File: src/include/aes_ctrl_cfg.svh
`ifndef AES_CTRL_CFG_SVH
`define AES_CTRL_CFG_SVH

// Bus word and block widths
`define AES_WORD_W 32
`define AES_BLOCK_W 128

// AES-128 round count
`define AES_ROUNDS 10

// Credit flow control, input buffer depth and initial output credits
`define AES_IN_CREDITS 8
`define AES_OUT_CREDITS 4

// Chaining mode select in the command block
`define AES_MODE_BIT 0

`endif

File: src/aes_ctrl_pkg.sv
`default_nettype none

`include "aes_ctrl_cfg.svh"

package aes_ctrl_pkg;

	typedef logic [`AES_WORD_W-1:0]  word_t;
	typedef logic [`AES_BLOCK_W-1:0] block_t;
	typedef logic [`AES_BLOCK_W-1:0] key_t;
	typedef logic [7:0]              byte_t;
	typedef logic [3:0]              round_t;

	typedef enum logic {
		MODE_ECB = 1'b0,
		MODE_CBC = 1'b1
	} chain_mode_t;

	typedef enum logic [1:0] {
		ST_CMD     = 2'd0,
		ST_KEY     = 2'd1,
		ST_IV      = 2'd2,
		ST_PAYLOAD = 2'd3
	} ctrl_state_t;

	// ====================================================================
	// FIPS-197 forward S-box

	// Entry 0 sits in the top byte
	localparam logic [2047:0] SBOX_TABLE = {
		128'h637c777bf26b6fc53001672bfed7ab76,
		128'hca82c97dfa5947f0add4a2af9ca472c0,
		128'hb7fd9326363ff7cc34a5e5f171d83115,
		128'h04c723c31896059a071280e2eb27b275,
		128'h09832c1a1b6e5aa0523bd6b329e32f84,
		128'h53d100ed20fcb15b6acbbe394a4c58cf,
		128'hd0efaafb434d338545f9027f503c9fa8,
		128'h51a3408f929d38f5bcb6da2110fff3d2,
		128'hcd0c13ec5f974417c4a77e3d645d1973,
		128'h60814fdc222a908846eeb814de5e0bdb,
		128'he0323a0a4906245cc2d3ac629195e479,
		128'he7c8376d8dd54ea96c56f4ea657aae08,
		128'hba78252e1ca6b4c6e8dd741f4bbd8b8a,
		128'h703eb5664803f60e613557b986c11d9e,
		128'he1f8981169d98e949b1e87e9ce5528df,
		128'h8ca1890dbfe6426841992d0fb054bb16
	};

	function automatic byte_t sbox(input byte_t x);
		int unsigned idx;
		idx = 255 - int'(x);
		return SBOX_TABLE[8 * idx +: 8];
	endfunction

endpackage

`default_nettype wire

File: src/block_unpacker.sv
`timescale 1ns/1ps
`default_nettype none

`include "aes_ctrl_cfg.svh"

module block_unpacker (
	input  wire                       clk,
	input  wire                       reset,
	input  wire                       res_valid,
	input  wire                       res_last,
	input  wire aes_ctrl_pkg::block_t core_out,
	input  wire                       out_credit,
	output logic                      res_free,
	output logic                      out_valid,
	output aes_ctrl_pkg::word_t       out_data,
	output logic                      out_last
);

	localparam int CRD_W = $clog2(`AES_OUT_CREDITS + 1);

	aes_ctrl_pkg::block_t hold_data;
	logic                 hold_last;
	logic                 hold_full;
	aes_ctrl_pkg::block_t sh_data;
	logic                 sh_last;
	logic [2:0]           sh_left;
	logic [CRD_W-1:0]     credits;
	logic                 sh_free;

	assign out_valid = (sh_left != 3'd0) && (credits != '0);
	assign out_data  = sh_data[`AES_BLOCK_W-1 -: `AES_WORD_W];
	assign out_last  = out_valid && sh_last && (sh_left == 3'd1);
	assign res_free  = !hold_full;

	// Serialiser empty, or sending its last word now
	assign sh_free = (sh_left == 3'd0) || (out_valid && sh_left == 3'd1);

	always_ff @(posedge clk) begin
		if (reset) begin
			sh_left   <= '0;
			hold_full <= 1'b0;
		end else begin
			if (sh_free && (hold_full || res_valid))
				sh_left <= 3'd4;
			else if (out_valid)
				sh_left <= sh_left - 1'b1;
			if (sh_free)
				hold_full <= hold_full && res_valid;
			else if (res_valid)
				hold_full <= 1'b1;
		end
	end

	// Held block goes first, a new result bypasses an empty holder
	always_ff @(posedge clk) begin
		if (sh_free && hold_full) begin
			sh_data <= hold_data;
			sh_last <= hold_last;
		end else if (sh_free && res_valid) begin
			sh_data <= core_out;
			sh_last <= res_last;
		end else if (out_valid) begin
			sh_data <= sh_data << `AES_WORD_W;
		end
		if (res_valid) begin
			hold_data <= core_out;
			hold_last <= res_last;
		end
	end

	// Output credits
	always_ff @(posedge clk) begin
		if (reset)
			credits <= CRD_W'(`AES_OUT_CREDITS);
		else if (out_valid && !out_credit)
			credits <= credits - 1'b1;
		else if (!out_valid && out_credit)
			credits <= credits + 1'b1;
	end

endmodule

`default_nettype wire

File: config.mk
export PLATFORM = sky130hd
export DESIGN_NAME = block_unpacker
export DESIGN_NICKNAME = d
export VERILOG_FILES = /design/src/aes_ctrl_pkg.sv /design/src/block_unpacker.sv
export VERILOG_INCLUDE_DIRS = /design/src /design/src/include
export SDC_FILE = /design/constraint.sdc
export NUM_CORES = 1
export LEC_CHECK = 0
export BUFFER_PORTS_ARGS = -buffer_cell sky130_fd_sc_hd__buf_2
export CORE_MARGIN = 3
export CORE_UTILIZATION = 60
export DETAILED_ROUTE_END_ITERATION = 6
export PLACE_DENSITY_LB_ADDON = 0.12
export SYNTH_ARGS = -nofsm -noshare
export SYNTH_HDL_FRONTEND = slang
export SYNTH_SLANG_ARGS = --single-unit
File: constraint.sdc
create_clock -name clk -period 6.4 [get_ports clk]
set_input_delay 1.28 -clock clk [delete_from_list [all_inputs] [get_ports clk]]
set_output_delay 1.28 -clock clk [all_outputs]
set_load 0.01 [all_outputs]
# Yosys cells after proc, flatten, opt, wreduce, memory -nomap -nowiden
# Cells that the tools add are included.
# word_totals
regBits	265
latchBits	0
ramBits	0
romBits	0
input_bits	133
word_cells	47
memories	0
# classes
addsub	3
mul	0
div_mod_pow	0
n_lt_le_gt_ge	0
n_eq_ne	1
shifts	0
muxes	11
n_bitwise	0
n_reduce_logical	24
# ops
operator	n
128-bit two-way mux	3
3-bit two-way mux	4
1-bit logical AND	10
3-bit nonzero test	3
2-bit nonzero test	4
3-bit by 1-bit subtractor with 3-bit output (second input constant)	2
1-bit two-way mux	4
3-bit by 1-bit adder with 3-bit output (second input constant)	1
3-bit by 1-bit == test with 1-bit output (second input constant)	1
1-bit zero test	3
3-bit zero test	1
1-bit logical OR	2
2-bit OR reduction	1

# Logic depth before layout (Yosys ltp)
# depth
depth_word	7
mapped_depth	10

# Least setup slack after synthesis
# No wires, ideal clock.
# synth_timing
path_kind	input to register
startpoint	in res_valid
endpoint	reg sh_data[0] (enable)
setup_ps	486
t_arrival_ps	4190
t_required_ps	5914
path_slack_ps	1724
cell_stages	3
path_cell_list	buf_2 or2_2 a21o_1
# synth_between
elab_chain_len	2
# synth_rtl
item	line_no	source
from (decl)	block_unpacker.sv:9	input wire res_valid,
1-bit logical AND	block_unpacker.sv:59	end else if (sh_free && res_valid) begin
3-bit nonzero test (no source line)	-	
to (signal assigned)	block_unpacker.sv:57	sh_data <= hold_data;
to (signal assigned)	block_unpacker.sv:60	sh_data <= core_out;
to (signal assigned)	block_unpacker.sv:63	sh_data <= sh_data << `AES_WORD_W;
to (decl)	block_unpacker.sv:24	aes_ctrl_pkg::block_t sh_data;
# Every way passes these cells.
# A chain may end at the register's enable or synchronous reset.

# Final worst setup path
# layout_timing
startpoint	reg sh_left[0]
endpoint	out out_valid
# layout_between
elab_chain_len	2
# layout_rtl
item	line_no	source
from (decl)	block_unpacker.sv:26	logic [2:0] sh_left;
from (signal assigned)	block_unpacker.sv:46	sh_left <= sh_left - 1'b1;
3-bit nonzero test	block_unpacker.sv:30	assign out_valid = (sh_left != 3'd0) && (credits != '0);
1-bit logical AND	block_unpacker.sv:30	
to (decl)	block_unpacker.sv:14	output logic out_valid,
# Every way passes these cells.

==> summary.txt <==
CLOCK NETWORK
--------------------------------------------------------------------------------------
Longest Clk Path Bufs                                                                3
Clk sinks                                                                          265
CTS Buf Count                                                                       28
Total setup buffers inserted after CTS                                               0
CTS tree                                                                           yes
Clock latency of the later-clocked register in the worst-skew pair              540 ps
CTS-repair resized insts                                                             0
Count of H-tree levels built during CTS                                              1
# hold bufs at CTS                                                                   0
Clk root buf                                                                 clkbuf_16
Clk slew on worst S/H paths                                                      60 ps

ROUTING
--------------------------------------------------------------------------------------
Routed length per instance                                                     21.7 um
Final wirelength                                                               29.5 mm
Remaining routing DRC violations                                                     0
Count of vias placed by the detailed router                                       9049
TritonRoute pass-1 iters                                                             6
First DRT Iteration DRCs                                                          1170
Post-route ant nets                                                                  0
Drt via density                                                                   6.65

SYNTHESIS
--------------------------------------------------------------------------------------
Most instantiated flip-flop cell in the synthesis netlist                     edfxtp_1
Top cells by count, synth                                                 258 x edfxtp_1, 99 x o21ai_0, 98 x nand3_1
Synthesized flop and latch total                                                   265
Number of nets in the synthesized netlist                                         1147
Biggest area contributors in the synthesized netlist                      edfxtp_1 62%, a41oi_1 6.8%, nor3b_1 5.8%
Dominant cell by count in the synthesized netlist                             edfxtp_1
Register area share after synthesis                                              63.5%
Avg Cell Area, Syn                                                          12.3 sq um
Yosys top cell by area                                                        edfxtp_1
Yosys Warn Count                                                                     0
Ys async rst share                                                                  0%
Netlist cell types                                                                  37
Mapped Area                                                                12400 sq um
Post-synth EDFFs                                                                   258
Fraction of synthesized cell area taken by the top area cell type                62.3%
Gate count after technology mapping                                               1009

FLOORPLAN
--------------------------------------------------------------------------------------
Number of cell rows                                                                 52
Count of boundary I/O pins                                                         168
Chip height                                                                     150 um
Starting Density                                                                 61.2%
Core Footprint                                                             20300 sq um
Die width                                                                       150 um
Area of the die                                                            22500 sq um

GLOBAL ROUTE
--------------------------------------------------------------------------------------
Total global routing overflow                                                        0
Maximum number of pins on one net before global-route repair                       103
Wire length of the first global-routing pass                                   45.4 mm
Initial antenna violation count                                                      0
Via count of the first global-routing pass                                        8224
Global-route total usage across every layer                                      25.3%

STA
--------------------------------------------------------------------------------------
Final hold vios                                                                      0
Achievable frequency                                                         0.298 GHz
RSZ-0062 raised after global routing                                             false
Final-report setup violation count                                                   0
Final worst path period need                                                   3360 ps
Rel. slew slack                                                                  26.0%
Fin. max-slew vios                                                                   0
Sum of negative setup slack                                                       0 ps
Fraction of the cycle the final worst path needs                                 52.5%
Worst Skew                                                                     16.2 ps
Pin slew with the least headroom to its limit                                  1110 ps

FLOW RUN
--------------------------------------------------------------------------------------
Max-Cap Viols                                                                        0

WORST SETUP PATH
--------------------------------------------------------------------------------------
Critical Path Source                                                        sh_left[0]
Reg2reg start                                                               sh_left[0]
Worst-case reg-to-reg path depth                                                     6
Setup crit end kind                                                         output pin
Critical-path maximum fanout                                                         7
Category of the most critical setup path                                    reg -> out
Category of the worst setup path launch point                                 register
CP Data Arrival Time                                                           2080 ps
Data required time of the critical path                                        5120 ps

POWER AND IR DROP
--------------------------------------------------------------------------------------
Net Sw Power                                                                   2.94 mW
Clock network fraction of design power                                           21.8%
Sum of internal, switching and leakage power                                   7.76 mW
Internal power summed over all cells                                           4.82 mW
Share of total power in sequential cells                                         42.0%
Combinational cell fraction of total power                                       36.2%
Power per Cell Area                                                        554 nW/um^2
Pleak                                                                          4.88 nW
Share of total power consumed by net switching                                   37.9%
Largest voltage drop on the vdd net                                             367 uV

LAYOUT
--------------------------------------------------------------------------------------
Fraction of final layout cells sized beyond drive strength 1                     21.2%
Final net count                                                                   1207
Signed area change from the synthesized netlist to the final layout              12.8%

OUTCOME
--------------------------------------------------------------------------------------
Status                                                                    complete, no violations

MIN PATH
--------------------------------------------------------------------------------------
Worst Hold Class                                                            reg -> reg
Beginning of the worst hold path                                            sh_left[0]
Hold path depth                                                                      2

PLACE
--------------------------------------------------------------------------------------
Buffers on Ports                                                                   167
Detail Placement HPWL                                                          16.9 mm
Weighted congestion reported at the end of routability-driven placement          0.795

==> power by group through the flow <==
stage,logic (mW),clock network (mW),registers [mW]
after global routing,3.16,1.78,3.30
after floorplan,2.27,0,3.12
after detailed placement,2.81,0,3.27
after CTS,2.82,1.71,3.24
final,2.81,1.69,3.26
after global placement,2.76,0,3.26
==> layout by cell type, fill, tap and decap left out, drive strengths merged, types with 4 or more instances in the layout <==
cell      n
edfxtp  258
buf     178
o21ai    99
nand3    98
nand4    96
nor3b    96
a41oi    96
clkbuf   38
nor2     37
a22oi    32
clkinv    9
inv       8
dfxtp     7
bufinv    5
a21oi     4
ha        4
==> metrics by stage <==
stage               cell area [sq um]  util (%)  cells  hold WS (ps)  worst slack, ps
global route                    14000      69.1   1360           571             2880
CTS                             14000      69.1   1360           553             3030
global placement                13100      64.3   1309           493             2760
floorplan                       12400         -   1009           472             1720
finish                          14000      69.1   1361           548             3040
detailed placement              13100      64.3   1309           541             2730
==> cells by family after synthesis <==
logic type | after synthesis | share of synthesized area, %
simple gates | 339 | 16.3
flops | 265 | 63.5
compound gates | 239 | 13.4
buf+inv | 157 | 5.95
fa+ha+maj | 5 | 0.564
xor+xnor | 2 | 0.141
mux | 2 | 0.171
==> flip-flops by register name (all words and copies together) (netlist names) <==
name       cells
hold_full      1
credits        3
sh_left        3
hold_last      1
sh_last        1
sh_data      128
hold_data    128
==> path summary, 6_finish.rpt <==
kind	to	slack [ps]
worst max-delay path	out_valid	3040
worst min-delay path	sh_left[0]	550
worst max register to register	sh_data[93]	3110
worst min register to register	sh_left[0]	550
==> layout make-up <==
type	instances	area, sq um
flip-flops and latches	265	7890
fillers	1483	6280
multi-input cells	587	3850
repair buffers	179	947
clock buffers	37	776
well taps	270	338
clock inverters	14	189
inverters	8	30.0
diodes	1	2.50
==> routing by layer <==
metal  GRT usage, %  wire length, um
met5              0                0
met1           38.8            12700
met3           3.66             2250
met2           36.8            13400
met4           9.84             1230
==> worst max-delay path, stage by stage (launching register included) <==
cell     delay (ps)
dfxtp_1         380
inv_1            80
ha_1            320
nor2b_1         230
nor2_1          320
buf_2           210
(Power assumes the default switching activity.)
