`config.mk`:
```
export PLATFORM = sky130hd
export DESIGN_NAME = block_packer
export DESIGN_NICKNAME = d
export VERILOG_FILES = /design/src/aes_ctrl_pkg.sv /design/src/block_packer.sv
export VERILOG_INCLUDE_DIRS = /design/src /design/src/include
export SDC_FILE = /design/constraint.sdc
export NUM_CORES = 1
export LEC_CHECK = 0
export BUFFER_PORTS_ARGS = -buffer_cell sky130_fd_sc_hd__buf_2
export CAP_MARGIN = 10
export CELL_PAD_IN_SITES_DETAIL_PLACEMENT = 2
export CELL_PAD_IN_SITES_GLOBAL_PLACEMENT = 2
export CORE_ASPECT_RATIO = 1.4
export CORE_MARGIN = 10
export CORE_UTILIZATION = 46
export CTS_BUF_LIST = sky130_fd_sc_hd__clkbuf_16
export CTS_CLUSTER_SIZE = 8
export DETAILED_ROUTE_END_ITERATION = 8
export PLACE_DENSITY_LB_ADDON = 0.1
export SLEW_MARGIN = 10
export SYNTH_ARGS = -nofsm -noshare
export SYNTH_HDL_FRONTEND = slang
export SYNTH_SLANG_ARGS = --single-unit
```
`constraint.sdc`:
```
create_clock -name clk -period 4.4 [get_ports clk]
set_input_delay 0.22 -clock clk [delete_from_list [all_inputs] [get_ports clk]]
set_output_delay 0.22 -clock clk [all_outputs]
set_load 0.01 [all_outputs]
```
`src/include/aes_ctrl_cfg.svh`:
```
`ifndef AES_CTRL_CFG_SVH
`define AES_CTRL_CFG_SVH

// Bus word and block widths
`define AES_WORD_W 32
`define AES_BLOCK_W 128

// AES-128 round count
`define AES_ROUNDS 10

// Credit flow control, input buffer depth and initial output credits
`define AES_IN_CREDITS 8
`define AES_OUT_CREDITS 4

// Chaining mode select in the command block
`define AES_MODE_BIT 0

`endif

```
`src/aes_ctrl_pkg.sv`:
```
`default_nettype none

`include "aes_ctrl_cfg.svh"

package aes_ctrl_pkg;

	typedef logic [`AES_WORD_W-1:0]  word_t;
	typedef logic [`AES_BLOCK_W-1:0] block_t;
	typedef logic [`AES_BLOCK_W-1:0] key_t;
	typedef logic [7:0]              byte_t;
	typedef logic [3:0]              round_t;

	typedef enum logic {
		MODE_ECB = 1'b0,
		MODE_CBC = 1'b1
	} chain_mode_t;

	typedef enum logic [1:0] {
		ST_CMD     = 2'd0,
		ST_KEY     = 2'd1,
		ST_IV      = 2'd2,
		ST_PAYLOAD = 2'd3
	} ctrl_state_t;

	// ====================================================================
	// FIPS-197 forward S-box

	// Entry 0 sits in the top byte
	localparam logic [2047:0] SBOX_TABLE = {
		128'h637c777bf26b6fc53001672bfed7ab76,
		128'hca82c97dfa5947f0add4a2af9ca472c0,
		128'hb7fd9326363ff7cc34a5e5f171d83115,
		128'h04c723c31896059a071280e2eb27b275,
		128'h09832c1a1b6e5aa0523bd6b329e32f84,
		128'h53d100ed20fcb15b6acbbe394a4c58cf,
		128'hd0efaafb434d338545f9027f503c9fa8,
		128'h51a3408f929d38f5bcb6da2110fff3d2,
		128'hcd0c13ec5f974417c4a77e3d645d1973,
		128'h60814fdc222a908846eeb814de5e0bdb,
		128'he0323a0a4906245cc2d3ac629195e479,
		128'he7c8376d8dd54ea96c56f4ea657aae08,
		128'hba78252e1ca6b4c6e8dd741f4bbd8b8a,
		128'h703eb5664803f60e613557b986c11d9e,
		128'he1f8981169d98e949b1e87e9ce5528df,
		128'h8ca1890dbfe6426841992d0fb054bb16
	};

	function automatic byte_t sbox(input byte_t x);
		int unsigned idx;
		idx = 255 - int'(x);
		return SBOX_TABLE[8 * idx +: 8];
	endfunction

endpackage

`default_nettype wire

```
`src/block_packer.sv`:
```
`timescale 1ns/1ps
`default_nettype none

`include "aes_ctrl_cfg.svh"

module block_packer (
	input  wire                      clk,
	input  wire                      reset,
	input  wire                      in_valid,
	input  wire aes_ctrl_pkg::word_t in_data,
	input  wire                      in_last,
	input  wire                      blk_take,
	output logic                     in_credit,
	output logic                     blk_valid,
	output aes_ctrl_pkg::block_t     blk_data,
	output logic                     blk_last
);

	localparam int DEPTH = `AES_IN_CREDITS;
	localparam int PTR_W = $clog2(DEPTH);
	localparam int CNT_W = $clog2(DEPTH + 1);

	aes_ctrl_pkg::word_t mem_data [DEPTH];
	logic                mem_last [DEPTH];
	logic [PTR_W-1:0]    wr_ptr;
	logic [PTR_W-1:0]    rd_ptr;
	logic [CNT_W-1:0]    count;
	logic [2:0]          asm_cnt;
	logic                move;

	assign blk_valid = (asm_cnt == 3'd4);

	// A word moves on when the assembly register has room or is emptied now
	assign move = (count != '0) && (!blk_valid || blk_take);

	// Word buffer, sender never writes without a credit
	always_ff @(posedge clk) begin
		if (in_valid) begin
			mem_data[wr_ptr] <= in_data;
			mem_last[wr_ptr] <= in_last;
		end
	end

	always_ff @(posedge clk) begin
		if (reset) begin
			wr_ptr    <= '0;
			rd_ptr    <= '0;
			count     <= '0;
			in_credit <= 1'b0;
		end else begin
			if (in_valid)
				wr_ptr <= (wr_ptr == PTR_W'(DEPTH - 1)) ? '0 : wr_ptr + 1'b1;
			if (move)
				rd_ptr <= (rd_ptr == PTR_W'(DEPTH - 1)) ? '0 : rd_ptr + 1'b1;
			if (in_valid && !move)
				count <= count + 1'b1;
			else if (!in_valid && move)
				count <= count - 1'b1;
			// One credit back per word leaving the buffer
			in_credit <= move;
		end
	end

	// Assembly word count
	always_ff @(posedge clk) begin
		if (reset)
			asm_cnt <= '0;
		else if (move && blk_take)
			asm_cnt <= 3'd1;
		else if (move)
			asm_cnt <= asm_cnt + 1'b1;
		else if (blk_take)
			asm_cnt <= '0;
	end

	// First word ends up most significant
	always_ff @(posedge clk) begin
		if (move) begin
			blk_data <= {blk_data[`AES_BLOCK_W-`AES_WORD_W-1:0], mem_data[rd_ptr]};
			blk_last <= mem_last[rd_ptr];
		end
	end

endmodule

`default_nettype wire

```
After elaboration in Yosys (flattened, before gate mapping)
Memory sizes are Yosys's and may differ from the RTL's. A register that Yosys moved wholly into a read port is not among the register bits.
Cells that the tools add are included.
Cells by class
  add/sub/neg operators: 5
  $mul: 0
  div/mod/pow operators: 0
  magnitude comparators: 0
  eq/ne operators: 3
  shift-type cells: 0
  multiplexer cells: 9
  bitwise gates (word level): 0
  reductions and logical operators: 13
Operators by type and width (count)
  $mux W3: 4
  $add A3 B1 Y3 const B: 3
  $eq A3 B3 Y1 const B: 3
  $mux W4: 2
  $add A4 B1 Y4 const B: 1
  $logic_and A1 B1 Y1: 4
  $reduce_bool A2 Y1: 2
  $reduce_bool A4 Y1: 1
  $sub A4 B1 Y4 const B: 1
  $logic_not A1 Y1: 3
  $mux W1: 3
  $reduce_bool A3 Y1: 1
  $reduce_or A2 Y1: 1
  $logic_or A1 B1 Y1: 1
Word-level totals
  flip-flop bits (word level): 142
  bits in latches: 0
  bits in writable memories: 264
  ROM bits: 0
  input port bits: 37
  output and inout bits: 131
  memories: 2
Memories
  mem_data: words 8, bits a word 32, read ports 1, clocked after memory_dff 1, write ports 1, RTL line block_packer.sv:23  | aes_ctrl_pkg::word_t mem_data [DEPTH];
  mem_last: words 8, bits a word 1, read ports 1, clocked after memory_dff 1, write ports 1, RTL line block_packer.sv:24  | logic mem_last [DEPTH];

Logic depth before layout (Yosys ltp)
  depth in word-level cells: 7
  mapped depth: 11
  gate-level depth less buffers: 11

Worst setup path after synthesis
OpenSTA, ideal clock, no wires.
  path type: register to register
  start point: register wr_ptr[2]
  end point: memory mem_data[0][0] (netlist name), enable pin
  library setup time: 0.464 ns
  arrival time: 2.772 ns
  required time: 3.936 ns
  path slack: 1.164 ns
  stages on the path, launching flop included: 3
  path through: dfxtp_1 > nand2b_1 > nor3_1
RTL lines
  start, declared: RTL line block_packer.sv:25  | logic [PTR_W-1:0] wr_ptr;
  start signal, assigned: RTL line block_packer.sv:52  | wr_ptr <= (wr_ptr == PTR_W'(DEPTH - 1)) ? '0 : wr_ptr + 1'b1;
  end, declared: RTL line block_packer.sv:23
No word-level cell before the write port.

Final worst setup path
  start point: register count[0]
  end point: register count[3]
On the way
  longest elaborated chain between the ends: 5
  elaborated cells between the ends (all ways): 10
  classes of those cells: add/sub (2); mux (2); reduce/logical (6)
RTL lines
  start, declared: RTL line block_packer.sv:27  | logic [CNT_W-1:0] count;
  start signal, assigned: RTL line block_packer.sv:56  | count <= count + 1'b1;
  start signal, assigned: RTL line block_packer.sv:58  | count <= count - 1'b1;
  parallel branches: the longest is 5 deep, another holds $sub A4 B1 Y4
Parallel ways; which one is timed is not known. The select of a mux whose other input is x is not followed.
A chain may end at the register's enable or synchronous reset.

==> run summary <==
die height: 231.5 microns
HP Class: input pin to register
Area after DPL: 0.01603 sq mm
synthesized area: 0.01469 sq mm
Max-Cap Viols: 0
largest net degree at the start of global routing: 95
critical path's most frequent cell: ha_1
pre-CTS WS: 1.478 ns
Startpoint Class: register
area occupied by multi-input gates: 0.002492 sq mm
WP data required: 4.85 ns
CTS H-tree depth: 2
wirelength, routed: 35470 microns
CP max stage delay: 0.66 ns
synth-to-layout area growth: 21.79%
initial antenna violation count: 1
CTS sink cnt: 407
outcome: finished, final reports clean
detailed-route via count: 6938
RSZ-0062 raised after global routing: no
FF+latch count, synth: 407
Period Utilization, post-route: 70.25%
vias per cell: 5.450
CP Buf/Inv Count: 1
grt total ovfl: 0
core area: 0.03160 sq mm
die width: 171.0 microns
Synth Area per Inst: 24.32 sq um
slew margin rel.: 31.09%
first-pass GRT wire length: 53430 microns
critical path, cell by cell: or4_1, o21ai_4, ha_1, inv_1, ha_1, a21oi_1, a211oi_1, a31oi_1, mux2_1
slowest CP cell: or4_1
hold slack: 0.06266 ns
I/O Buffers: 167
Pre-Repair DR Iteration Count: 4
post-synth cell types: 34
CTS tree: built
CP Capture Type: register
syn nets: 651
FP Rows: 77
worst IR drop on VDD: 0.4955 mV
final instance area: 0.01789 sq mm
Die Area: 0.03959 sq mm
maximum clock rate: 0.3235 GHz
setup tns final: 0 ns
cts bufs inserted: 56
Post-Synthesis Cells: 604
clk_skew: 0.01228 ns
layout cell share with drive strength beyond 1: 39.11%
Worst EP arrival: 3.54 ns
Final #Nets: 901
Hold Fails Final Rpt: 0
critical path class: register to register
Pwr Total: 12570 uW
Routed wire per std cell: 27.86 microns
Ys Warns: 0
Final Worst Setup Slack: 1.309 ns
Initial Util: 46.49%
GR Util All Layers: 18.20%
CTS Buffer Depth: 3
crit path max fanout: 8
FILL cells: 2604
number of setup buffers added after CTS: 0
root buffer cell: clkbuf_16
clock-pin slew on the worst setup and hold paths: 0.05 ns
CP top delay family: compound AO/OA/AOI/OAI gates
GP Congestion: 0.7463
Antenna Nets Post-Route: 0
Slew Limit Fails: 0
worst slew pin tran: 1.034 ns
post-synthesis sequential area ratio: 82.23%
HPWL after DPL: 21600 microns
PD cells: 702.4 mW/mm^2
P_leak: 0.006304 uW
vias in the first global route: 8071
Setup-failing EPs final: 0
DRT iter0 DRCs: 396
sequential cell area: 0.01209 sq mm
IO Pins: 168
# DRC: 0
clock latency on the worst-skew pair: 0.56 ns
Final min period: 3.091 ns
timing repair:
| item | CTS | global route |
|---|---|---|
| gates resized for setup | 0 | 0 |
| endpoints found under the hold margin | 265 | 0 |
| endpoints found under the setup margin | 0 | 0 |
| hold buffers | 34 | 0 |
stage by stage:
stage,util [%],instances
5_1_grt,56.62,1273
2_1_floorplan,-,604
3_3_place_gp,50.74,1157
3_5_place_dp,50.74,1157
4_1_cts,56.62,1272
6_report,56.62,1273
final timing paths:
path / to / slack (ns) / start / cells after the start
min reg2reg: blk_data[105] / 0.45 / blk_data[73] / 0
max reg2reg: count[3] / 1.31 / count[0] / 9
max: count[3] / 1.31 / count[0] / 9
min: asm_cnt[0] / 0.06 / blk_take / 3
power breakdown:
part | internal, uW | total, uW | switching [uW]
clock | 2270 | 3740 | 1470
sequential | 5420 | 6070 | 652
combinational | 1290 | 2760 | 1470
total | 8980 | 12600 | 3590
kinds of logic after synthesis:
| family | after synthesis | share of synthesized area (%) |
|---|---|---|
| flops | 407 | 82.23 |
| compound gates | 11 | 0.5025 |
| simple gates | 41 | 1.312 |
| buf+inv | 27 | 1.175 |
| xor+xnor | 2 | 0.1193 |
| fa+ha+maj | 10 | 0.9028 |
| mux | 106 | 13.75 |
cells in the mapped netlist, drive strengths merged:
cell / count / area (sq um)
nand2: 7 / 26.28
clkbuf: 8 / 33.79
a21oi: 6 / 30.03
nor2: 19 / 71.32
fa: 1 / 20.02
nand3b: 2 / 15.01
nand3: 2 / 10.01
or4: 1 / 7.510
nor3: 2 / 10.01
edfxtp: 393 / 11800
nand2b: 5 / 31.28
or3b: 1 / 8.760
mux2i: 5 / 50.05
o21ai: 1 / 16.27
buf: 14 / 120.1
mux2: 35 / 461.7
mux4: 66 / 1509
nor2b: 1 / 6.260
or3: 1 / 6.260
dfxtp: 14 / 280.3
a211oi: 2 / 15.01
ha: 9 / 112.6
xor2: 1 / 8.760
xnor2: 1 / 8.760
inv: 5 / 18.76
a31oi: 2 / 12.51
metal layers:
layer	GRT usage, %	vias up	share of wire (%)
li1	-	3006	-
met1	22.17	3677	40
met2	31.84	211	53
met3	4.066	44	5.5
met4	4.958	0	1.7
met5	0	-	0
flip-flops by register name (all words and copies together) (netlist names):
register,cells
in_credit,1
count,4
blk_data,128
wr_ptr,3
rd_ptr,3
mem_last,8
mem_data,256
blk_last,1
asm_cnt,3
final cells by class:
cell class,instances,area share (%)
inverter,5,0.1329
timing repair buffer,214,7.118
clock buffer,57,7.971
antenna,1,0.01399
clock inverter,24,0.5035
tap,395,2.762
sequential,407,67.57
multi-input combinational,170,13.93
placed cells by master, fill, tap and decap left out, types with 7 or more instances in the layout:
cell type | synthesis | routed
clkbuf_16 | 0 | 57
ha_1 | 9 | 9
edfxtp_1 | 393 | 393
nand2_1 | 7 | 7
nor2_1 | 19 | 13
buf_2 | 9 | 167
buf_4 | 0 | 13
dfxtp_1 | 14 | 11
mux4_2 | 60 | 60
mux2_4 | 18 | 18
inv_1 | 4 | 28
dlygate4sd3_1 | 0 | 34
mux2_2 | 15 | 15
worst reg2reg max path, cell delays in order, from the launching register on:
cell      delay (ns)
dfxtp_1         0.35
or4_1           0.66
o21ai_4         0.20
ha_1            0.25
inv_1           0.11
ha_1            0.35
a21oi_1         0.28
a211oi_1        0.17
a31oi_1         0.25
mux2_1          0.35
Power figures use the tool's default switching activity.
