==> config.mk <==
export PLATFORM = sky130hd
export DESIGN_NAME = aes_ctrl_fsm
export DESIGN_NICKNAME = d
export VERILOG_FILES = /design/src/aes_ctrl_pkg.sv /design/src/aes_ctrl_fsm.sv
export VERILOG_INCLUDE_DIRS = /design/src /design/src/include
export SDC_FILE = /design/constraint.sdc
export NUM_CORES = 1
export LEC_CHECK = 0
export BUFFER_PORTS_ARGS = -buffer_cell sky130_fd_sc_hd__buf_2
export CAP_MARGIN = 20
export CORE_ASPECT_RATIO = 0.7
export CORE_MARGIN = 1
export CORE_UTILIZATION = 40
export CTS_CLUSTER_SIZE = 30
export DETAILED_ROUTE_END_ITERATION = 6
export HOLD_SLACK_MARGIN = 0.08
export PLACE_DENSITY = 0.76
export SLEW_MARGIN = 20
export SYNTH_ARGS = -nofsm -noshare
export SYNTH_HDL_FRONTEND = slang
export SYNTH_SLANG_ARGS = --single-unit
==> constraint.sdc <==
create_clock -name clk -period 3.5 [get_ports clk]
set_clock_uncertainty 0.05 [all_clocks]
set_input_delay 0.525 -clock clk [delete_from_list [all_inputs] [get_ports clk]]
set_output_delay 0.525 -clock clk [all_outputs]
set_load 0.005 [all_outputs]
==> src/include/aes_ctrl_cfg.svh <==
`ifndef AES_CTRL_CFG_SVH
`define AES_CTRL_CFG_SVH

// Bus word and block widths
`define AES_WORD_W 32
`define AES_BLOCK_W 128

// AES-128 round count
`define AES_ROUNDS 10

// Credit flow control, input buffer depth and initial output credits
`define AES_IN_CREDITS 8
`define AES_OUT_CREDITS 4

// Chaining mode select in the command block
`define AES_MODE_BIT 0

`endif

==> src/aes_ctrl_pkg.sv <==
`default_nettype none

`include "aes_ctrl_cfg.svh"

package aes_ctrl_pkg;

	typedef logic [`AES_WORD_W-1:0]  word_t;
	typedef logic [`AES_BLOCK_W-1:0] block_t;
	typedef logic [`AES_BLOCK_W-1:0] key_t;
	typedef logic [7:0]              byte_t;
	typedef logic [3:0]              round_t;

	typedef enum logic {
		MODE_ECB = 1'b0,
		MODE_CBC = 1'b1
	} chain_mode_t;

	typedef enum logic [1:0] {
		ST_CMD     = 2'd0,
		ST_KEY     = 2'd1,
		ST_IV      = 2'd2,
		ST_PAYLOAD = 2'd3
	} ctrl_state_t;

	// ====================================================================
	// FIPS-197 forward S-box

	// Entry 0 sits in the top byte
	localparam logic [2047:0] SBOX_TABLE = {
		128'h637c777bf26b6fc53001672bfed7ab76,
		128'hca82c97dfa5947f0add4a2af9ca472c0,
		128'hb7fd9326363ff7cc34a5e5f171d83115,
		128'h04c723c31896059a071280e2eb27b275,
		128'h09832c1a1b6e5aa0523bd6b329e32f84,
		128'h53d100ed20fcb15b6acbbe394a4c58cf,
		128'hd0efaafb434d338545f9027f503c9fa8,
		128'h51a3408f929d38f5bcb6da2110fff3d2,
		128'hcd0c13ec5f974417c4a77e3d645d1973,
		128'h60814fdc222a908846eeb814de5e0bdb,
		128'he0323a0a4906245cc2d3ac629195e479,
		128'he7c8376d8dd54ea96c56f4ea657aae08,
		128'hba78252e1ca6b4c6e8dd741f4bbd8b8a,
		128'h703eb5664803f60e613557b986c11d9e,
		128'he1f8981169d98e949b1e87e9ce5528df,
		128'h8ca1890dbfe6426841992d0fb054bb16
	};

	function automatic byte_t sbox(input byte_t x);
		int unsigned idx;
		idx = 255 - int'(x);
		return SBOX_TABLE[8 * idx +: 8];
	endfunction

endpackage

`default_nettype wire

==> src/aes_ctrl_fsm.sv <==
`timescale 1ns/1ps
`default_nettype none

`include "aes_ctrl_cfg.svh"

module aes_ctrl_fsm (
	input  wire                       clk,
	input  wire                       reset,
	input  wire                       blk_valid,
	input  wire aes_ctrl_pkg::block_t blk_data,
	input  wire                       blk_last,
	input  wire                       done,
	input  wire                       res_free,
	output logic                      blk_take,
	output logic                      start,
	output aes_ctrl_pkg::key_t        key,
	output aes_ctrl_pkg::chain_mode_t mode,
	output logic                      iv_load,
	output logic                      chain_update,
	output logic                      res_valid,
	output logic                      res_last
);

	aes_ctrl_pkg::ctrl_state_t state;
	logic                      busy;
	logic                      cur_last;

	// ====================================================================
	// Block acceptance and strobes

	always_comb begin
		case (state)
			aes_ctrl_pkg::ST_PAYLOAD:
				// Core idle and a free result slot
				blk_take = blk_valid && !busy && res_free;
			default:
				blk_take = blk_valid;
		endcase
	end

	assign start        = blk_take && (state == aes_ctrl_pkg::ST_PAYLOAD);
	assign iv_load      = blk_take && (state == aes_ctrl_pkg::ST_IV);
	assign res_valid    = done;
	assign res_last     = cur_last;
	assign chain_update = done && (mode == aes_ctrl_pkg::MODE_CBC);

	// ====================================================================
	// Message sequencing

	always_ff @(posedge clk) begin
		if (reset) begin
			state    <= aes_ctrl_pkg::ST_CMD;
			mode     <= aes_ctrl_pkg::MODE_ECB;
			busy     <= 1'b0;
			cur_last <= 1'b0;
		end else begin
			case (state)
				aes_ctrl_pkg::ST_CMD: begin
					if (blk_take) begin
						mode  <= aes_ctrl_pkg::chain_mode_t'(blk_data[`AES_MODE_BIT]);
						state <= aes_ctrl_pkg::ST_KEY;
					end
				end
				aes_ctrl_pkg::ST_KEY: begin
					if (blk_take)
						state <= (mode == aes_ctrl_pkg::MODE_CBC) ?
							aes_ctrl_pkg::ST_IV : aes_ctrl_pkg::ST_PAYLOAD;
				end
				aes_ctrl_pkg::ST_IV: begin
					// An IV with no data ends the message
					if (blk_take)
						state <= blk_last ? aes_ctrl_pkg::ST_CMD : aes_ctrl_pkg::ST_PAYLOAD;
				end
				default: begin
					if (start) begin
						busy     <= 1'b1;
						cur_last <= blk_last;
					end else if (done) begin
						busy <= 1'b0;
						// Wait for the final result before the next command
						if (cur_last)
							state <= aes_ctrl_pkg::ST_CMD;
					end
				end
			endcase
		end
	end

	// Cipher key
	always_ff @(posedge clk) begin
		if (blk_take && state == aes_ctrl_pkg::ST_KEY)
			key <= blk_data;
	end

endmodule

`default_nettype wire

### Word level (Yosys, flattened, before mapping)

Cells that the tools add are included.

| cells by class | value |
|---|---|
| eq/ne operators | 7 |
| mux-type cells | 12 |
| bitwise gates (word level) | 1 |
| reductions and logical operators | 16 |

Operator list:

| cell | number |
|---|---|
| two-way mux 2 bit | 7 |
| nonzero test 4 bit | 2 |
| logical AND 1 bit | 6 |
| != test 2 bit, second input constant | 3 |
| one-hot mux 2 bit (3 select lines) | 1 |
| AND reduction 2 bit | 3 |
| AND reduction 6 bit | 1 |
| equality test 2 bit, second input constant | 2 |
| two-way mux 1 bit | 4 |
| != test 4 x 1 -> 1 bit, second input constant | 1 |
| OR reduction 3 bit | 1 |
| equality test 2 x 1 -> 1 bit, second input constant | 1 |
| zero test 2 bit | 1 |
| nonzero test 2 bit | 1 |
| zero test 1 bit | 1 |
| inverter 1 bit | 1 |

| storage, ports and cells | value |
|---|---|
| register bits | 133 |
| output and inout bits | 135 |

### Logic depth before layout (Yosys ltp)

| logic depth | value |
|---|---|
| word-level depth | 7 |
| depth in mapped cells | 4 |

### Worst setup path after synthesis

No wires, ideal clock.

| path | value |
|---|---|
| path type | input to register |
| start | in blk_valid |
| end | reg key[0], enable pin |
| data arrival time | 2.133 ns |
| required time | 3.019 ns |
| setup slack | 0.887 ns |
| stages on the path | 1 |
| path through | and3_2 |

| on the way | value |
|---|---|
| word-level cells in the longest chain between the ends | 4 |

RTL lines:

| element | line | source |
|---|---|---|
| from (decl) | aes_ctrl_fsm.sv:9 | `input wire blk_valid,` |
| logical AND 1 bit (2 in series) | aes_ctrl_fsm.sv:35 | `blk_take = blk_valid && !busy && res_free;` |
| two-way mux 1 bit * | aes_ctrl_fsm.sv:32 | `case (state)` |
| logical AND 1 bit * | aes_ctrl_fsm.sv:91 | `if (blk_take && state == aes_ctrl_pkg::ST_KEY)` |
| to (signal assigned) | aes_ctrl_fsm.sv:92 | `key <= blk_data;` |
| to (decl) | aes_ctrl_fsm.sv:16 | `output aes_ctrl_pkg::key_t key,` |

Every way passes the cells marked *; elsewhere a longest branch is shown, timed or not.
A chain may end at the register's enable or synchronous reset.

### Worst setup path in the final report

| path | value |
|---|---|
| start | reg state[0] |
| end | reg key[40], enable pin |

| on the way | value |
|---|---|
| word-level cells in the longest chain between the ends | 3 |
| elaborated cells between the ends (all ways) | 4 |

RTL lines:

| element | line | source |
|---|---|---|
| from (decl) | aes_ctrl_fsm.sv:24 | `aes_ctrl_pkg::ctrl_state_t state;` |
| from (signal assigned) | aes_ctrl_fsm.sv:52 | `state <= aes_ctrl_pkg::ST_CMD;` |
| from (signal assigned) | aes_ctrl_fsm.sv:61 | `state <= aes_ctrl_pkg::ST_KEY;` |
| from (signal assigned) | aes_ctrl_fsm.sv:66 | `state <= (mode == aes_ctrl_pkg::MODE_CBC) ?` |
| equality test 2 bit | aes_ctrl_fsm.sv:32 |  |
| two-way mux 1 bit | aes_ctrl_fsm.sv:32 |  |
| logical AND 1 bit * | aes_ctrl_fsm.sv:91 |  |

Marked as above.

==> results.sh <==
export IMPL_grt_usage=0.1719
export IMPL_fin_tns_setup_ns=0
export IMPL_fin_cells=595
export IMPL_timing_fmax_mhz=479.4
export IMPL_grt_pass1_vias=2598
export IMPL_finalSetupViolCount=0
export IMPL_crit_fanout=51
export IMPL_clockPowerShare=0.434
export IMPL_ys_top_cells_by_area="edfxtp_1 (92%), dfxtp_1 (2.4%), buf_4 (0.54%)"
export IMPL_cts_buffers_inserted=17
export IMPL_synth_largest_area_cell="edfxtp_1"
export IMPL_io_pins=269
export IMPL_ys_warn_count=0
export IMPL_fin_crit_ns=2.086
export IMPL_synthArstFlopShare=0
export IMPL_cp_start_kind="flop"
export IMPL_avgViaCountPerCell=4.417
export IMPL_cp_end_kind="flop"
export IMPL_status="completed"
export IMPL_die_w_um=124.2
export IMPL_drive_gt1_frac=0.6510
export IMPL_arrival_ns=2.10
export IMPL_antenna_found_initial=1
export IMPL_slowest_stage="and3_4"
export IMPL_start_util=0.4217
export IMPL_worst_pin_slew_ns=0.6521
export IMPL_hold_class="in2reg"
export IMPL_core_area_sq_um=9910
export IMPL_root_buffer="clkbuf_16"
export IMPL_vdd_drop_max_mv=0.4376
export IMPL_row_count=30
export IMPL_num_vias=2628
export IMPL_p_sw_uw=836.6
export IMPL_grt_max_degree=55
export IMPL_synth_distinct_cells=26
export IMPL_routabilityCongestion=0.8454
export IMPL_cts_sinks=133
export IMPL_finalWirelength_mm=9.712
export IMPL_ys_seq_area_frac=0.9437
export IMPL_postCtsHoldBufs=0
export IMPL_worstPathRequired_ns=3.51
export IMPL_clockBufferDepth=2
export IMPL_avgSynthCellArea_sq_um=24.88
export IMPL_slew_headroom=0.5652
export IMPL_synth_seq_cells=133
export IMPL_p_per_area_nw_per_um2=625.0
export IMPL_maxCapViolations=0
export IMPL_syn_nets=302
export IMPL_htreeDepth=4
export IMPL_critPathKind="reg2reg"
export IMPL_drc_errors=0
export IMPL_p_int_mw=3.083
export IMPL_drt_wirelength_per_cell_um=16.32
export IMPL_syn_inst=168
export IMPL_final_max_slew_viol_count=0
export IMPL_combinationalPowerShare=0.074
export IMPL_clkLatencyLatePin_ns=0.39
export IMPL_leakage_nw=2.647
export IMPL_yosys_most_used_dff="edfxtp_1"
export IMPL_rsz0062_at_grt="no"
export IMPL_path_cells="and3_4, buf_4"
export IMPL_power_mw=3.920
export IMPL_cts_setup_buffers=0
export IMPL_period_share=0.5960
export IMPL_placedCellCount=563
export IMPL_nets=588
export IMPL_synth_edf_count=128
export IMPL_grt_pass1_wl_mm=13.13
export IMPL_swShare=0.2135
export IMPL_placed_cell_area_sq_um=5689
export IMPL_die_area_sq_um=10870
export IMPL_die_h_um=87.52
export IMPL_drt_initial_drc_count=102
export IMPL_fillCellCount=751
export IMPL_grt_overflow=0
export IMPL_sequentialPowerShare=0.491
export IMPL_finalHoldViolCount=0
export IMPL_dp_final_hpwl_mm=7.294
export IMPL_syn2layout_area_growth_pct=50.06
export IMPL_fin_area_sq_um=6271
export IMPL_synth_area_sq_um=4179
export IMPL_numPortBuffers=268
export IMPL_diodes=0
export IMPL_yosysTopAreaCellShare=0.9198
export IMPL_max_stage_delay_ns=0.70
export IMPL_drtAntennaViolNets=0
export IMPL_firstDrtPassIters=4
export IMPL_cts_tree="done"
export IMPL_clk_pin_slew_ns=0.06
export IMPL_ctsResizeCount=0
==> per-stage QoR <==
stage / utilization / worst slack (ns) / hold slack [ns]
global placement: 0.5741 / 1.373 / 0.4460
detailed placement: 0.5741 / 1.327 / 0.4515
floorplan: - / 0.8867 / 0.4180
global route: 0.6328 / 1.285 / 0.2263
finish: 0.6328 / 1.414 / 0.2472
CTS: 0.6328 / 1.404 / 0.2318
==> cells in the final DEF (no fill, tap or decap), drive strengths merged, types with 2 or more instances in the layout <==
cell type	n
nand2b	2
clkinvlp	3
clkinv	6
and3	2
and2	2
nor2b	2
nor2	5
clkbuf	18
bufinv	2
mux2i	2
dfxtp	5
inv	4
edfxtp	128
nor3b	2
buf	270
nand2	2
==> worst paths after layout <==
check | from | to | slack [ns] | cells after the start
worst max-delay path | state[0] | key[40] | 1.41 | 2
worst min-delay path | blk_data[108] | key[108] | 0.25 | 1
worst max register to register | state[0] | key[40] | 1.41 | 2
worst min register to register | res_last | res_last | 0.45 | 2
==> cell families after synthesis <==
logic type,after synthesis,share of synthesized area
AO/OA/AOI/OAI,8,0.01377
buffers and inverters,4,0.006286
flip-flops,133,0.9437
multiplexers,2,0.004791
AND/OR/NAND/NOR,21,0.03144
==> worst max-delay path: cells and delay by family (launching register included) <==
family | cells | cell delay [ns]
and+or+nand+nor | 1 | 0.70
DFF | 1 | 0.55
buffers and inverters | 1 | 0.43
==> cell usage after synthesis, drive strengths merged (2+ instances only) <==
library cell,n
edfxtp,128
dfxtp,5
nor2,5
buf,3
and2,2
and3,2
mux2i,2
nand2,2
nand2b,2
nor2b,2
nor3b,2
==> sequential cells by signal, indices dropped and copies added, names as in the netlist <==
signal	flops
state	2
key	128
busy	1
mode	1
res_last	1
==> final cells by class <==
cell class,count,area [sq um],area share
Inverter,1,3.754,0.0005986
Clock inverter,14,152.6,0.02434
Timing Repair Buffer,270,1369,0.2183
Multi-Input combinational cell,31,212.7,0.03392
Clock buffer,18,429.2,0.06844
Sequential cell,133,3944,0.6289
Tap cell,128,160.2,0.02554
==> power by group through the flow <==
stage / registers (mW) / clock network [mW] / logic, mW
final: 1.93 / 1.70 / 0.291
after global routing: 1.94 / 1.80 / 0.316
after CTS: 1.93 / 1.74 / 0.297
after detailed placement: 1.96 / 0 / 0.296
after global placement: 1.95 / 0 / 0.285
after floorplan: 1.97 / 0 / 0.0786
==> routing by layer <==
metal / global-route usage / share of wire / vias to the layer above
met5: 0 / 0 / -
met4: 0.06710 / 0.010 / 0
met3: 0.08181 / 0.11 / 9
met2: 0.3089 / 0.54 / 150
met1: 0.1719 / 0.34 / 1224
li1: - / - / 1245
No activity file was read; power rests on OpenSTA's default activity.
