==> config.mk <==
export PLATFORM = sky130hd
export DESIGN_NAME = cbc_chain
export DESIGN_NICKNAME = d
export VERILOG_FILES = /design/src/aes_ctrl_pkg.sv /design/src/cbc_chain.sv
export VERILOG_INCLUDE_DIRS = /design/src /design/src/include
export SDC_FILE = /design/constraint.sdc
export NUM_CORES = 1
export LEC_CHECK = 0
export ABC_AREA = 1
export BUFFER_PORTS_ARGS = -buffer_cell sky130_fd_sc_hd__buf_2
export CAP_MARGIN = 5
export CORE_AREA = 2 2 150 152
export DETAILED_ROUTE_END_ITERATION = 8
export DIE_AREA = 0 0 152 154
export GPL_TIMING_DRIVEN = 0
export MAX_ROUTING_LAYER = met4
export PLACE_DENSITY = 0.68
export SYNTH_ARGS = -nofsm -noshare
export SYNTH_HDL_FRONTEND = slang
export SYNTH_SLANG_ARGS = --single-unit
==> constraint.sdc <==
create_clock -name clk -period 1.65 [get_ports clk]
set_input_delay 0.33 -clock clk [delete_from_list [all_inputs] [get_ports clk]]
set_output_delay 0.33 -clock clk [all_outputs]
set_load 0.02 [all_outputs]
==> src/include/aes_ctrl_cfg.svh <==
`ifndef AES_CTRL_CFG_SVH
`define AES_CTRL_CFG_SVH

// Bus word and block widths
`define AES_WORD_W 32
`define AES_BLOCK_W 128

// AES-128 round count
`define AES_ROUNDS 10

// Credit flow control, input buffer depth and initial output credits
`define AES_IN_CREDITS 8
`define AES_OUT_CREDITS 4

// Chaining mode select in the command block
`define AES_MODE_BIT 0

`endif

==> src/aes_ctrl_pkg.sv <==
`default_nettype none

`include "aes_ctrl_cfg.svh"

package aes_ctrl_pkg;

	typedef logic [`AES_WORD_W-1:0]  word_t;
	typedef logic [`AES_BLOCK_W-1:0] block_t;
	typedef logic [`AES_BLOCK_W-1:0] key_t;
	typedef logic [7:0]              byte_t;
	typedef logic [3:0]              round_t;

	typedef enum logic {
		MODE_ECB = 1'b0,
		MODE_CBC = 1'b1
	} chain_mode_t;

	typedef enum logic [1:0] {
		ST_CMD     = 2'd0,
		ST_KEY     = 2'd1,
		ST_IV      = 2'd2,
		ST_PAYLOAD = 2'd3
	} ctrl_state_t;

	// ====================================================================
	// FIPS-197 forward S-box

	// Entry 0 sits in the top byte
	localparam logic [2047:0] SBOX_TABLE = {
		128'h637c777bf26b6fc53001672bfed7ab76,
		128'hca82c97dfa5947f0add4a2af9ca472c0,
		128'hb7fd9326363ff7cc34a5e5f171d83115,
		128'h04c723c31896059a071280e2eb27b275,
		128'h09832c1a1b6e5aa0523bd6b329e32f84,
		128'h53d100ed20fcb15b6acbbe394a4c58cf,
		128'hd0efaafb434d338545f9027f503c9fa8,
		128'h51a3408f929d38f5bcb6da2110fff3d2,
		128'hcd0c13ec5f974417c4a77e3d645d1973,
		128'h60814fdc222a908846eeb814de5e0bdb,
		128'he0323a0a4906245cc2d3ac629195e479,
		128'he7c8376d8dd54ea96c56f4ea657aae08,
		128'hba78252e1ca6b4c6e8dd741f4bbd8b8a,
		128'h703eb5664803f60e613557b986c11d9e,
		128'he1f8981169d98e949b1e87e9ce5528df,
		128'h8ca1890dbfe6426841992d0fb054bb16
	};

	function automatic byte_t sbox(input byte_t x);
		int unsigned idx;
		idx = 255 - int'(x);
		return SBOX_TABLE[8 * idx +: 8];
	endfunction

endpackage

`default_nettype wire

==> src/cbc_chain.sv <==
`timescale 1ns/1ps
`default_nettype none

module cbc_chain (
	input  wire                            clk,
	input  wire                            reset,
	input  wire                            iv_load,
	input  wire                            chain_update,
	input  wire aes_ctrl_pkg::chain_mode_t mode,
	input  wire aes_ctrl_pkg::block_t      blk_data,
	input  wire aes_ctrl_pkg::block_t      core_out,
	output aes_ctrl_pkg::block_t           core_in
);

	aes_ctrl_pkg::block_t chain;

	// IV first, then each ciphertext block
	always_ff @(posedge clk) begin
		if (reset)
			chain <= '0;
		else if (iv_load)
			chain <= blk_data;
		else if (chain_update)
			chain <= core_out;
	end

	// Plaintext whitening in CBC only
	assign core_in = (mode == aes_ctrl_pkg::MODE_CBC) ? (blk_data ^ chain) : blk_data;

endmodule

`default_nettype wire

# Word level (Yosys, flattened, before mapping)
# Index checks and enable logic that the tools add are counted.
# totals
word_cells,6
output_inout_bits,128
register_bits,128
inputBits,261
# classes
bitwise_logic,1
reduce_logical,1
n_mux,3
# op_table
cell,count
128-bit 2-to-1 mux,3
128-bit XOR,1
2-bit nonzero test,1

# Logic depth before layout (Yosys ltp)
# Gate-level depths: netlist of the first run.
# logic_depth
word_depth,2
mapped_depth,6
ltp_nobuf,4

# Least setup slack after synthesis of the first run
# OpenSTA, ideal clock, no wires.
# synth_path
kind,input to output
startpoint,input port mode
endpoint,output port core_in[107]
slack_ps,298
n_path_buf,2
arrival_ps,1022
stages,5
required_time_ps,1320
cell_sequence,buf_2 -> buf_2 -> nand2_1 -> xor2_1 -> inv_1
# synth_between
elab_chain_cells,1
# synth_rtl
element,line_no,rtl
"start, declared",cbc_chain.sv:9,"input wire aes_ctrl_pkg::chain_mode_t mode,"
128-bit 2-to-1 mux,cbc_chain.sv:28,assign core_in = (mode == aes_ctrl_pkg::MODE_CBC) ? (blk_data ^ chain) : blk_data;
"end, declared",cbc_chain.sv:12,output aes_ctrl_pkg::block_t core_in
# No other way between the ends.

# Final worst setup path of the first run
# layout_path
startpoint,register chain[102]
endpoint,output port core_in[102]
# layout_between
elab_chain_cells,2
# layout_rtl
element,line_no,rtl
"start, declared",cbc_chain.sv:15,aes_ctrl_pkg::block_t chain;
"start signal, assigned",cbc_chain.sv:22,chain <= blk_data;
"start signal, assigned",cbc_chain.sv:24,chain <= core_out;
128-bit XOR,cbc_chain.sv:28,
128-bit 2-to-1 mux,cbc_chain.sv:28,
# No other way between the ends.

==> results of run 1 <==
cell usage in the layout (no fill, tap or decap), types with 2 or more instances in the layout:
cell type | netlist | layout
nand2_1 | 385 | 385
xor2_1 | 128 | 127
clkinvlp_4 | 0 | 2
buf_4 | 10 | 17
clkbuf_1 | 15 | 16
dfxtp_1 | 128 | 128
buf_2 | 47 | 421
clkbuf_4 | 0 | 2
diode_2 | 0 | 6
nor2_1 | 132 | 132
inv_1 | 385 | 385
clkinv_2 | 0 | 7
buf_6 | 7 | 10
a21oi_1 | 128 | 128
buf_1 | 4 | 4
nor3_1 | 125 | 125
clkbuf_16 | 0 | 17
clkbuf_8 | 0 | 3
layer usage:
layer / vias to the layer above / GRT usage, %
met5: - / -
li1: 5110 / -
met1: 4370 / 30.7
met4: 0 / 8.46
met2: 357 / 42.6
met3: 44 / 4.59
power by group through the flow:
stage	combinational [mW]	sequential [mW]	clock [mW]
floorplan	1.63	3.50	0
global placement	2.61	3.51	0
detailed placement	2.63	3.52	0
CTS	2.65	3.46	3.70
global route	2.95	3.49	3.82
finish	2.65	3.46	3.63
worst max-delay path, stage by stage (launching register included):
cell	delay [ns]
dfxtp_1	0.34
nand2_1	0.10
xor2_2	0.18
inv_1	0.06
buf_2	0.15
through the flow:
| step | util, % | power [mW] |
|---|---|---|
| 3_3_place_gp | 51.1 | 6.13 |
| 5_1_grt | 54.0 | 10.3 |
| 4_1_cts | 53.8 | 9.81 |
| 3_5_place_dp | 51.1 | 6.16 |
| 6_report | 54.0 | 9.74 |
| 2_1_floorplan | - | 5.12 |
worst max-delay path by stage:
stage                               to  cells after the start
after global routing       core_in[11]                      4
after floorplan           core_in[107]                      5
after CTS                  core_in[67]                      6
final                     core_in[102]                      4
after detailed placement   core_in[33]                      6
after global placement    core_in[102]                      6
cell usage after synthesis:
cell type,count,area [µm²]
a21oi_1,128,641
buf_1,4,15.0
buf_2,47,235
buf_4,10,75.1
buf_6,7,78.8
clkbuf_1,15,56.3
dfxtp_1,128,2560
inv_1,385,1450
inv_2,1,3.75
nand2_1,385,1450
nor2_1,132,495
nor3_1,125,626
xor2_1,128,1120
logic make-up after synthesis:
kind of cell	share of synthesized area, %
AO/OA/AOI/OAI	7.28
buffers and inverters	21.7
XOR/XNOR	12.7
flip-flops	29.1
AND/OR/NAND/NOR	29.2
final cells by class:
type                            count  area (µm²)
Multi-Input combinational cell    898        4340
Buffer                             83         502
Tap cell                          280         350
Sequential cell                   128        2560
Fill cell                        2294        9980
Timing Repair Buffer              386        1930
Clock buffer                       21         470
Inverter                          386        1450
Antenna cell                        6        15.0
Clock inverter                     11        88.8
what timing repair did:
action                                  4_1_cts  5_1_grt
endpoints found under the setup margin      103       57
gates resized for setup                       7       12
buffers inserted                              0        0
==> impl_metrics.toml, run 1 <==
[sta]
whs_ns = 0.135
timing.final.crit_share_pct = 95.6
tightest_slew_ns = 0.533
fin_setup_tns_ns = 0
setup_slack_ns = 0.0730
fmax_mhz = 634
slew_violations = 0
period_needed_ns = 1.58
clock_skew_ns = 0
finalHoldViolations = 0
relSlewSlack_pct = 64.4
rsz0062_at_grt = "no"
setup_viol = 0

[setup_path]
endpoint_kind = "output port"
setup.worst_path.class = "flip-flop to output port"
reg2reg_to = "chain[2]"
critPathArrivalTime_ns = 1.25
reg2reg_depth = 4
rr_startpoint = "chain[2]"
startpoint = "chain[102]"
r2r_slack_ns = 1.00
cp-start-kind = "flip-flop"
crit_required_ns = 1.32
crit_path_max_fanout = 2

[power_and_ir_drop]
p_seq_share_pct = 35.5
power_frac_clock_pct = 37.2
ir_drop_v = 0.000596
pwr-share-comb_pct = 27.2
p_per_area_nw_per_um2 = 832
p_leak_nw = 6.77
swShare_pct = 33.2
p_int_mw = 6.51
p_switching_mw = 3.24

[route]
drt-total-wl_mm = 29.6
num_vias = 9881
firstDrtPassIters = 5
drc = 0
dr_wl_met2_mm = 14.4
ant_nets = 0
drt-met1-wl_mm = 12.6
maxUsedRoutingLayer = "met4"
avgViaCountPerCell = 4.49
wl_per_cell_um = 13.4
drtIter0Drc = 537
met3_length_mm = 1.87

[cells_and_area]
top_regs = "chain (128)"
area_delta_synth_final_pct = 33.0
top_register = "chain"
stdcell_count = 2199
largest_reg_flops = 128
final_area_um2 = 11700
final_nets = 2161
drive_above_1_share_pct = 25.2

[place]
io_buffers = 386
dp.cells = 2161
placed_area_um2 = 11100
dp.final_hpwl_mm = 22.4
place.gp.congestion = 0.900
place_ws_ns = -0.148

[die]
rows = 54
pin_count = 389
die_area_um2 = 23400
start_util_pct = 40.6
die_height_um = 154
dieWidth_um = 152
coreArea_um2 = 21700

[global_routing]
grt_antenna_before_repair = 6
grt_pass1_wl_mm = 46.7
grt_max_degree = 17
grt_pass1_vias = 9240
grt_overflow = 0
grt_usage_pct = 25.3

[synth]
syn_avg_cell_area_um2 = 5.89
synth_cell_type_count = 13
ys_seq_area_share_pct = 29.1
syn-num-nets = 1756
yosysWarnings = 0
netlist_instances = 1495
syn_area_um2 = 8800
synth-seq-cells = 128

[clock_tree]
insertion_delay_ns = 0.41
cts_root_buf = "clkbuf_16"
clockBufferDepth = 2
clkTransAtPathRegs_ns = 0.06
postCtsHoldBufs = 0
cts_tree = "built"
numCtsBuffers = 17
htreeDepth = 4
cts_sinks = 128

[run_status]
status = "finished clean"

[hold_path]
holdPathEnd = "chain[122]"
holdPathStages = 3
worstHoldStart = "core_out[122]"
hp-class = "primary input to flip-flop"

[job]
maxCapViolCount = 0
(Power assumes the default switching activity.)
==> run 2, diff against run 1 <==
GPL_TIMING_DRIVEN = not set   (was 0)
==> impl_metrics.toml, run 2 (synthesis gave the netlist of run 1 again) <==
[run_status]
status = "finished clean"

[cells_and_area]
area_delta_synth_final_pct = 31.7
top_regs = "chain (128)"
drive_above_1_share_pct = 23.8
largest_reg_flops = 128
layout_common_cells = "nand2_1 (385), inv_1 (385), buf_2 (385)"
final_nets = 2103
fin_util_pct = 53.4
top_register = "chain"

[global_routing]
grt_usage_pct = 22.9
grt_pass1_wl_mm = 43.1
grt_overflow = 0
grt_pass1_vias = 8945
grt_max_degree = 74
grt_antenna_before_repair = 5

[clock_tree]
cts_tree = "built"
insertion_delay_ns = 0.41
numCtsBuffers = 17
cts_root_buf = "clkbuf_16"
clkTransAtPathRegs_ns = 0.06
clockBufferDepth = 2
cts_sinks = 128
htreeDepth = 4

[setup_path]
critPathArrivalTime_ns = 1.21
crit_required_ns = 1.32
r2r_slack_ns = 0.97
path_buf_inv = 2
endpoint_kind = "output port"
startpoint = "chain[16]"
reg2reg_depth = 4
rr_startpoint = "chain[93]"
cpMaxStageDelayCell = "dfxtp_1"
timing.critical_path.cells = "nand2_1, xor2_1, inv_1, buf_2"
critPathMaxStageDelay_ns = 0.33
path_delay_family = "flip-flops"
setup.worst_path.class = "flip-flop to output port"
worst-path-stages = 4
cp-start-kind = "flip-flop"
crit_path_max_fanout = 2
critPathCapture = "core_in[16]"
reg2reg_to = "chain[93]"

[die]
rows = 54
start_util_pct = 40.6
die_area_um2 = 23400
coreArea_um2 = 21700
die_height_um = 154
pin_count = 389
dieWidth_um = 152

[job]
maxCapViolCount = 0

[sta]
timing.final.crit_share_pct = 93.6
whs_ns = 0.145
fin_setup_tns_ns = 0
fmax_mhz = 648
tightest_slew_ns = 0.360
period_needed_ns = 1.54
slew_violations = 0
finalHoldViolations = 0
rsz0062_at_grt = "no"
clock_skew_ns = 0
relSlewSlack_pct = 76.0
setup_viol = 0

[route]
ant_nets = 0
firstDrtPassIters = 5
avgViaCountPerCell = 4.47
drt-total-wl_mm = 26.9
num_vias = 9551
wl_per_cell_um = 12.6
drc = 0
drtIter0Drc = 440

[hold_path]
hp-class = "primary input to flip-flop"

[power_and_ir_drop]
p_leak_nw = 6.63
ir_drop_v = 0.000613
p_per_area_nw_per_um2 = 838

[place]
place.gp.congestion = 0.900
dp.final_hpwl_mm = 19.7
io_buffers = 388
## run 2: final cells by class
cell class              count  area (µm²)
fillers                  2177       10100
multi-input cells         898        4340
flip-flops and latches    128        2560
repair buffers            411        2320
inverters                 386        1450
clock buffers              20         447
well taps                 280         350
clock inverters            11         116
diodes                      5        12.5
## run 2: through the flow
| stage | cell area, µm² | cells | power (mW) | setup slack, ns |
|---|---|---|---|---|
| floorplan | 8800 | 1495 | 5.12 | 0.298 |
| global placement | 11000 | 2103 | 6.11 | 0.0318 |
| detailed placement | 11000 | 2103 | 6.13 | 0.0296 |
| CTS | 11600 | 2134 | 9.82 | 0.0297 |
| global route | 11600 | 2139 | 10.3 | 0.0134 |
| finish | 11600 | 2139 | 9.72 | 0.106 |
## run 2: how the worst min path moves through the flow
stage	from	slack [ns]	to	depth (start not counted)
2_1_floorplan	core_out[123]	0.46	chain[123]	2
3_3_place_gp	chain[62]	0.51	chain[62]	4
3_5_place_dp	chain[116]	0.50	chain[116]	4
4_1_cts	core_out[122]	0.12	chain[122]	3
5_1_grt	core_out[97]	0.13	chain[97]	3
6_report	core_out[122]	0.15	chain[122]	3
## run 2: power breakdown
group	total, mW	leakage [nW]	switching, mW	internal, mW
clock network	3.66	0.271	1.41	2.24
registers	3.47	1.07	0.130	3.34
logic	2.59	5.29	1.60	0.988
total	9.72	6.63	3.15	6.57
## run 2: tightest hold or removal path, stage by stage
cell	delay, ns
buf_2	0.07
nor3_1	0.04
nor2_1	0.08
## run 2: routing by layer
layer	vias to the layer above	wire [µm]	GRT usage [%]
met5	-	0	-
met4	0	1010	10.5
met3	63	1380	4.06
met2	305	12900	39.2
met1	4185	11600	26.2
li1	4998	-	-
## run 2: repair_timing
| item | in CTS | in global routing |
|---|---|---|
| hold buffers | 0 | 0 |
| gates resized for setup | 0 | 1 |
| setup endpoints to repair | 0 | 15 |
| buffers inserted | 0 | 0 |
